<file path="src/logic/permPkg.sv">
package permPkg;

    // A truth table covers seven variables, variable k being bit k of the index
    localparam int TT_VARS = 7;
    localparam int TT_BITS = 1 << TT_VARS;

    // The popcount stage splits a truth table into bytes
    localparam int BYTE_LANES = TT_BITS / 8;

    // Identity plus the four swaps of variable 2 with variables 3 to 6
    localparam int NUM_LANES = 5;

    typedef logic [TT_BITS-1:0] truthTable_t;

    // Holds 0 up to 128 set bits
    typedef logic [7:0] popCount_t;

    // Popcount of a single byte, 0 up to 8
    typedef logic [3:0] byteCount_t;

    typedef struct packed {
        logic        valid;
        logic        batchDone;
        truthTable_t bot;
    } botBeat_t;

    // RUN takes bots, DRAIN waits for the batch marker to leave the
    // pipeline, DONE holds the totals until they are collected
    typedef enum logic [1:0] {
        LANE_RUN,
        LANE_DRAIN,
        LANE_DONE
    } laneState_t;

endpackage

</file>
<file path="src/logic/varSwap.sv">
`timescale 1ns/1ps

module varSwap
    import permPkg::*;
#(
    parameter int SWAP_A = 2,
    parameter int SWAP_B = 3
) (
    input  logic     clk,
    input  logic     rstN,
    input  botBeat_t beatIn,
    output botBeat_t beatOut
);

    // Index with bits SWAP_A and SWAP_B exchanged. The mapping is its own
    // inverse, so it serves for both source and destination
    function automatic int swapIndex(input int idx);
        int result;
        result = idx;
        result[SWAP_A] = idx[SWAP_B];
        result[SWAP_B] = idx[SWAP_A];
        return result;
    endfunction

    truthTable_t swapped;

    for (genvar i = 0; i < TT_BITS; i++) begin : gBit
        assign swapped[i] = beatIn.bot[swapIndex(i)];
    end

    // The swapped table travels with its valid and batchDone flags through one stage
    always_ff @(posedge clk) begin
        beatOut.bot <= swapped;
        if (!rstN) begin
            beatOut.valid     <= 1'b0;
            beatOut.batchDone <= 1'b0;
        end else begin
            beatOut.valid     <= beatIn.valid;
            beatOut.batchDone <= beatIn.batchDone;
        end
    end

endmodule

</file>
<file path="src/logic/laneAccumulator.sv">
`timescale 1ns/1ps

module laneAccumulator
    import permPkg::*;
#(
    parameter int COUNT_WIDTH = 16
) (
    input  logic                   clk,
    input  logic                   rstN,
    input  truthTable_t            top,
    input  botBeat_t               beat,
    input  logic                   clearLane,
    output logic [COUNT_WIDTH+7:0] laneSum,
    output logic [COUNT_WIDTH-1:0] laneCount,
    output logic                   laneDone
);

    typedef logic [COUNT_WIDTH+7:0] laneSum_t;
    typedef logic [COUNT_WIDTH-1:0] laneCount_t;

    function automatic byteCount_t countByte(input logic [7:0] value);
        byteCount_t ones;
        ones = '0;
        for (int k = 0; k < 8; k++) begin
            ones += byteCount_t'(value[k]);
        end
        return ones;
    endfunction

    truthTable_t masked;

    logic [BYTE_LANES-1:0][3:0] bytePopNext;
    logic [BYTE_LANES-1:0][3:0] bytePop;
    logic                       valid1;
    logic                       done1;

    popCount_t popTotalNext;
    popCount_t popTotal;
    logic      valid2;
    logic      done2;

    laneState_t laneState;

    assign masked = top & beat.bot;

    // Stage 1 counts the set bits of each byte of top AND bot
    always_comb begin
        for (int b = 0; b < BYTE_LANES; b++) begin
            bytePopNext[b] = countByte(masked[b*8 +: 8]);
        end
    end

    always_ff @(posedge clk) begin
        bytePop <= bytePopNext;
        if (!rstN) begin
            valid1 <= 1'b0;
            done1  <= 1'b0;
        end else begin
            valid1 <= beat.valid;
            done1  <= beat.batchDone;
        end
    end

    // Stage 2 folds the sixteen byte counts into one popcount
    always_comb begin
        popTotalNext = '0;
        for (int b = 0; b < BYTE_LANES; b++) begin
            popTotalNext += popCount_t'(bytePop[b]);
        end
    end

    always_ff @(posedge clk) begin
        popTotal <= popTotalNext;
        if (!rstN) begin
            valid2 <= 1'b0;
            done2  <= 1'b0;
        end else begin
            valid2 <= valid1;
            done2  <= done1;
        end
    end

    // Stage 3 accumulates and tracks the batch
    always_ff @(posedge clk) begin
        if (!rstN || clearLane) begin
            laneState <= LANE_RUN;
            laneSum   <= '0;
            laneCount <= '0;
        end else begin
            if (valid2) begin
                laneSum   <= laneSum + laneSum_t'(popTotal);
                laneCount <= laneCount + laneCount_t'(1);
            end
            case (laneState)
                LANE_RUN: begin
                    if (beat.batchDone) begin
                        laneState <= LANE_DRAIN;
                    end
                end
                LANE_DRAIN: begin
                    // The marker leaves stage 2 right behind the last bot
                    if (done2) begin
                        laneState <= LANE_DONE;
                    end
                end
                default: begin
                    laneState <= LANE_DONE;
                end
            endcase
        end
    end

    assign laneDone = (laneState == LANE_DONE);

endmodule

</file>
<file path="src/logic/sumTree5.sv">
`timescale 1ns/1ps

module sumTree5
    import permPkg::*;
#(
    parameter int VALUE_WIDTH = 24
) (
    input  logic                                  clk,
    input  logic [NUM_LANES-1:0][VALUE_WIDTH-1:0] values,
    output logic [VALUE_WIDTH+2:0]                total
);

    typedef logic [VALUE_WIDTH-1:0] single_t;
    typedef logic [VALUE_WIDTH:0]   pair_t;
    typedef logic [VALUE_WIDTH+1:0] triple_t;
    typedef logic [VALUE_WIDTH+2:0] total_t;

    pair_t   sum01;
    pair_t   sum23;
    single_t value4D;

    pair_t   sum01D;
    triple_t sum234;

    // Stage 1 adds the two pairs while value 4 waits a cycle
    always_ff @(posedge clk) begin
        sum01   <= pair_t'(values[0]) + pair_t'(values[1]);
        sum23   <= pair_t'(values[2]) + pair_t'(values[3]);
        value4D <= values[4];
    end

    // Stage 2 keeps the tree balanced
    always_ff @(posedge clk) begin
        sum01D <= sum01;
        sum234 <= triple_t'(sum23) + triple_t'(value4D);
    end

    always_ff @(posedge clk) begin
        total <= total_t'(sum01D) + total_t'(sum234);
    end

endmodule

</file>
<file path="src/logic/permSumPack.sv">
`timescale 1ns/1ps

module permSumPack
    import permPkg::*;
#(
    parameter int COUNT_WIDTH = 16
) (
    input  logic                    clk,
    input  logic                    rstN,
    input  logic                    topLoad,
    input  truthTable_t             topIn,
    input  logic                    botValid,
    input  truthTable_t             bot,
    input  logic                    batchDone,
    input  logic                    grabResults,
    output logic                    resultsAvailable,
    output logic [COUNT_WIDTH+10:0] pcoeffSum,
    output logic [COUNT_WIDTH+2:0]  pcoeffCount
);

    // Matches the latency of sumTree5
    localparam int TREE_DELAY = 3;

    truthTable_t topReg;
    botBeat_t    inBeat;

    botBeat_t [NUM_LANES-1:0]                  laneBeats;
    logic     [NUM_LANES-1:0][COUNT_WIDTH+7:0] laneSums;
    logic     [NUM_LANES-1:0][COUNT_WIDTH-1:0] laneCounts;
    logic     [NUM_LANES-1:0]                  laneDone;

    logic                  allDone;
    logic [TREE_DELAY-1:0] doneDelay;

    always_ff @(posedge clk) begin
        if (!rstN) begin
            topReg <= '0;
        end else if (topLoad) begin
            topReg <= topIn;
        end
    end

    assign inBeat = '{valid: botValid, batchDone: batchDone, bot: bot};

    // Identity lane gets one register so it lines up with the swap networks
    always_ff @(posedge clk) begin
        laneBeats[0].bot <= inBeat.bot;
        if (!rstN) begin
            laneBeats[0].valid     <= 1'b0;
            laneBeats[0].batchDone <= 1'b0;
        end else begin
            laneBeats[0].valid     <= inBeat.valid;
            laneBeats[0].batchDone <= inBeat.batchDone;
        end
    end

    // Lanes 1 to 4 swap variable 2 with variables 3 to 6
    for (genvar l = 1; l < NUM_LANES; l++) begin : gSwap
        varSwap #(
            .SWAP_A(2),
            .SWAP_B(l + 2)
        ) swapInst (
            .clk    (clk),
            .rstN   (rstN),
            .beatIn (inBeat),
            .beatOut(laneBeats[l])
        );
    end

    for (genvar l = 0; l < NUM_LANES; l++) begin : gLane
        laneAccumulator #(
            .COUNT_WIDTH(COUNT_WIDTH)
        ) laneInst (
            .clk      (clk),
            .rstN     (rstN),
            .top      (topReg),
            .beat     (laneBeats[l]),
            .clearLane(grabResults),
            .laneSum  (laneSums[l]),
            .laneCount(laneCounts[l]),
            .laneDone (laneDone[l])
        );
    end

    sumTree5 #(
        .VALUE_WIDTH(COUNT_WIDTH + 8)
    ) sumTree (
        .clk   (clk),
        .values(laneSums),
        .total (pcoeffSum)
    );

    sumTree5 #(
        .VALUE_WIDTH(COUNT_WIDTH)
    ) countTree (
        .clk   (clk),
        .values(laneCounts),
        .total (pcoeffCount)
    );

    assign allDone = &laneDone;

    // The done flag trails the lane totals through the trees. A grab flushes
    // it, or the stale ones would raise resultsAvailable again
    always_ff @(posedge clk) begin
        if (!rstN || grabResults) begin
            doneDelay        <= '0;
            resultsAvailable <= 1'b0;
        end else begin
            doneDelay        <= {doneDelay[TREE_DELAY-2:0], allDone};
            resultsAvailable <= doneDelay[TREE_DELAY-1];
        end
    end

endmodule

</file>
<file path="config.mk">
export PLATFORM = sky130hd
export DESIGN_NAME = permSumPack
export DESIGN_NICKNAME = d
export VERILOG_FILES = /design/src/logic/permPkg.sv /design/src/logic/varSwap.sv /design/src/logic/laneAccumulator.sv /design/src/logic/sumTree5.sv /design/src/logic/permSumPack.sv
export SDC_FILE = /design/constraint.sdc
export NUM_CORES = 2
export LEC_CHECK = 0
export BUFFER_PORTS_ARGS = -buffer_cell sky130_fd_sc_hd__buf_2
export CAP_MARGIN = 20
export CELL_PAD_IN_SITES_DETAIL_PLACEMENT = 1
export CELL_PAD_IN_SITES_GLOBAL_PLACEMENT = 2
export CORE_MARGIN = 2
export CORE_UTILIZATION = 38
export CTS_BUF_LIST = sky130_fd_sc_hd__clkbuf_16
export DETAILED_ROUTE_END_ITERATION = 12
export PLACE_DENSITY = 0.85
export SYNTH_ARGS = -nofsm -noshare
export SYNTH_HDL_FRONTEND = slang
export SYNTH_SLANG_ARGS = --single-unit
export TNS_END_PERCENT = 100
</file>
<file path="constraint.sdc">
create_clock -name clk -period 6.8 [get_ports clk]
set_input_delay 0.68 -clock clk [delete_from_list [all_inputs] [get_ports clk]]
set_output_delay 0.68 -clock clk [all_outputs]
set_load 0.02 [all_outputs]
</file>
==> results.md <==
* Status: finished, final reports clean
* Max-slew violations at 0
* Sequential share of the synthesized area at 0.358
* Multi-input logic area at roughly 35000 um2
* Port bufs at between 300 and 400
* PD cells at about 320 nW/um2
* Setup WS pre-CTS at between 1 and 1.5 ns
* Critical-path cell list: ha_1 > a21o_1 > a21oi_1 > xnor2_1 > fa_1 > inv_1 > fa_1 > fa_1 > inv_1 > fa_1 > fa_1 > inv_1 > fa_1 > inv_1 > ha_1 > a21o_1 > a21oi_1 > o21bai_1 > a21oi_1 > xnor2_1
* Clk pwr share at 0.329
* Final Worst Setup Slack at roughly 0.99 ns
* Cell Rows at 147
* P&R area growth vs syn at 16.0%
* Slew @ Worst Pin at 0.946 ns
* Top-area cell type share of the netlist area at 0.358
* Die area at roughly 160000 um2
* CTS Root Cell: clkbuf_16
* Synth area leaders: dfxtp_1, fa_1, ha_1
* Largest net degree at the start of global routing at between 100 and 150
* Hold/Removal Path Class: in2reg
* Share of cells above drive strength 1 at 0.0846
* Final hold violation count at 0
* Synth Cell Area at slightly above 60000 um2
* Antenna-violating nets left at 0
* Fill cells at approximately 18000
* Routed vias at approximately 43000
* Crit. End Element: register
* Worst Path Required at approximately 7.5 ns
* Asr flop ratio synth at 0
* Vias in the first global route at 48000
* F_max at roughly 170 MHz
* Post-Syn Nets at 7344
* Crit path kind: reg2reg
* CTS HTree Levels at 4
* Layout Nets at 7828
* WL/cell at roughly 22 um
* Total clock buffers created by CTS at 130
* First-pass GRT wire length at around 290 mm
* Flop pwr share at 0.324
* Yosys cell types at 80
* Max Cap Violations at 0
* Setup TNS at 0 ns
* Worst EP arrival at 6.48 ns
* Relative slew slack at 0.369
* Post-synthesis register bit count at ~1100
* Core region area at about 160000 um2
* Top_reg_cell synth: dfxtp_1
* Die height at between 400 and 500 um
* Pint at about 0.015 W
* RSZ-0062 raised after global routing: false
* Crit start category: register
* Clk buf depth at 3
* Total Wirelength at 187 mm
* Die width at 405 um
* DR vias/cell at between 4 and 5
* CTS Sinks at ~1100
* GRT Residual Overflow at 0
* Post-synth EDFFs at 0
* # IOs at around 310
* Peak supply drop at roughly 0.00043 V
* DRT iter0 DRCs at 1933
* Worst skew pair latency at 0.77 ns
* Logic pwr share at 0.347
* Critical Path Fanout Max at 2
* Slowest CP cell: fa_1
* YS warnings at 0
* Post-route DRC violation count at 0
* GRT Total Usage at 0.231
* Clk_skew at 0.0321 ns
* Initial cell density of the core at 0.381
* CTS tree: yes
* Synthesized netlist cell count at around 6000
* Final core utilization at 0.442
* Yosys top cell by area: dfxtp_1
* Number of gates resized after cts at 0
* Gpl congestion at 0.922
* P_sw at 0.00800 W
* Max incr delay on CP at about 0.56 ns
* Flip-flop and latch area at about 22000 um2
* Crit share post-route at 0.854
* Worst-path clk slew at around 0.06 ns
* Leak pwr at between 30 and 40 nW
* Antenna violations before repair at 6
* Final worst path period need at about 5.8 ns
* Avg Inst Size Synth at 10.2 um2
* Final setup vio count at 0
* Sw Share at 0.353
* Pre-antenna DRT Iters at 5
* CP most frequent cell: fa_1
* Hpwl dp at between 150 and 200 mm
[Yosys cell counts, types with 86 or more instances]
| library cell | instances |
|---|---|
| nor2_1 | 276 |
| xnor2_1 | 256 |
| o21ai_0 | 124 |
| fa_1 | 583 |
| mux2i_1 | 157 |
| inv_1 | 976 |
| and2_1 | 208 |
| nor2b_1 | 249 |
| xor2_1 | 94 |
| nand2_1 | 335 |
| dfxtp_1 | 1092 |
| a21oi_1 | 294 |
| nand3_1 | 86 |
| ha_1 | 515 |
[power by group through the flow]
stage                     sequential, W  clock (W)  combinational (W)
after floorplan                 0.00726          0            0.00512
after global placement          0.00746          0            0.00747
after detailed placement        0.00747          0            0.00789
after CTS                       0.00734    0.00761            0.00807
after global routing            0.00736    0.00789            0.00906
final                           0.00734    0.00745            0.00785
[timing repair]
item,CTS,global route
hold buffers,127,0
endpoints found under the setup margin,0,0
hold endpoints to repair,127,0
setup buffers,0,0
[cell type report]
type	count	share of cell area
Clock buffer	130	0.0460
Antenna cell	3	0.000106
Multi-Input combinational cell	3822	0.497
Timing Repair Buffer	446	0.0413
Tap cell	2086	0.0369
Sequential cell	1092	0.309
Clock inverter	107	0.0185
Inverter	976	0.0518
[state kept, by name, summed over array words and instances (netlist names), 3 cells and up]
name / flops
doneDelay: 3
countTree.value4D: 16
sumTree.total: 27
countTree.sum01D: 17
countTree.total: 19
sumTree.value4D: 24
sumTree.sum23: 25
sumTree.sum01D: 25
topReg: 128
countTree.sum01: 17
countTree.sum234: 18
gLane.laneInst.laneSum: 120
gSwap.swapInst.beatOut: 129
countTree.sum23: 17
sumTree.sum01: 25
sumTree.sum234: 26
gLane.laneInst.popTotal: 40
gLane.laneInst.laneState: 10
gLane.laneInst.bytePop: 320
gLane.laneInst.laneCount: 80
[through the flow]
step | power, W | instance area [um2] | std cells | hold WS [ns]
floorplan | 0.0124 | 61000 | 5984 | 0.310
global placement | 0.0149 | 64900 | 8292 | 0.312
detailed placement | 0.0154 | 64900 | 8293 | 0.313
CTS | 0.0230 | 70700 | 8657 | 0.00429
global route | 0.0243 | 70800 | 8660 | 0.00890
finish | 0.0226 | 70800 | 8662 | 0.0571
[final timing paths]
check / cells past startpoint / slack (ns) / startpoint / to
min reg2reg: 0 / 0.33 / sumTree.sum01[7]$_DFF_P_ / sumTree.sum01D[7]$_DFF_P_
min: 1 / 0.06 / bot[108] / gSwap[4].swapInst.beatOut[108]$_DFF_P_
max: 20 / 0.99 / gLane[0].laneInst.bytePop[1]$_DFF_P_ / gLane[0].laneInst.popTotal[7]$_DFF_P_
max reg2reg: 20 / 0.99 / gLane[0].laneInst.bytePop[1]$_DFF_P_ / gLane[0].laneInst.popTotal[7]$_DFF_P_
[per-layer routing]
layer | routed length [um] | vias to the layer above | share of wire | track usage
li1 | - | 20300 | - | -
met1 | 77600 | 21600 | 0.41 | 0.280
met2 | 90300 | 900 | 0.48 | 0.397
met3 | 7860 | 384 | 0.042 | 0.0328
met4 | 11500 | 2 | 0.061 | 0.126
met5 | 12 | - | 0.000064 | 0
[worst max-delay path: cells and delay by family (launching register included)]
family                   cells  cell delay [ns]
XOR/XNOR                     2             0.25
adder cells (fa/ha/maj)      8             3.80
AO/OA/AOI/OAI                6             1.06
flip-flops                   1             0.33
buffers and inverters        4             0.26
[kinds of logic (layout without fill, tap and decap cells)]
family,Yosys count,in the layout,synth area share
buffers and inverters,1070,1659,0.0659
and+or+nand+nor,1413,1413,0.119
adders and majority gates,1098,1098,0.297
other,0,3,0
DFF,1092,1092,0.358
xor gates and xnor gates,350,350,0.0502
muxes,158,158,0.0259
AOI/OAI and AO/OA,803,803,0.0838
[layout by cell type, fill, tap and decap left out, types with 123 or more instances in the layout]
cell type and count:
xnor2_1 256, and2_1 208, inv_1 987, a21oi_1 294, ha_1 515, nor2_1 276, dlygate4sd3_1 127, fa_1 583
nand2_1 335, o21ai_0 123, dfxtp_1 1091, nor2b_1 249, clkbuf_16 130, buf_2 306, mux2i_1 157
Note: power is estimated with default switching activity, not from simulation.
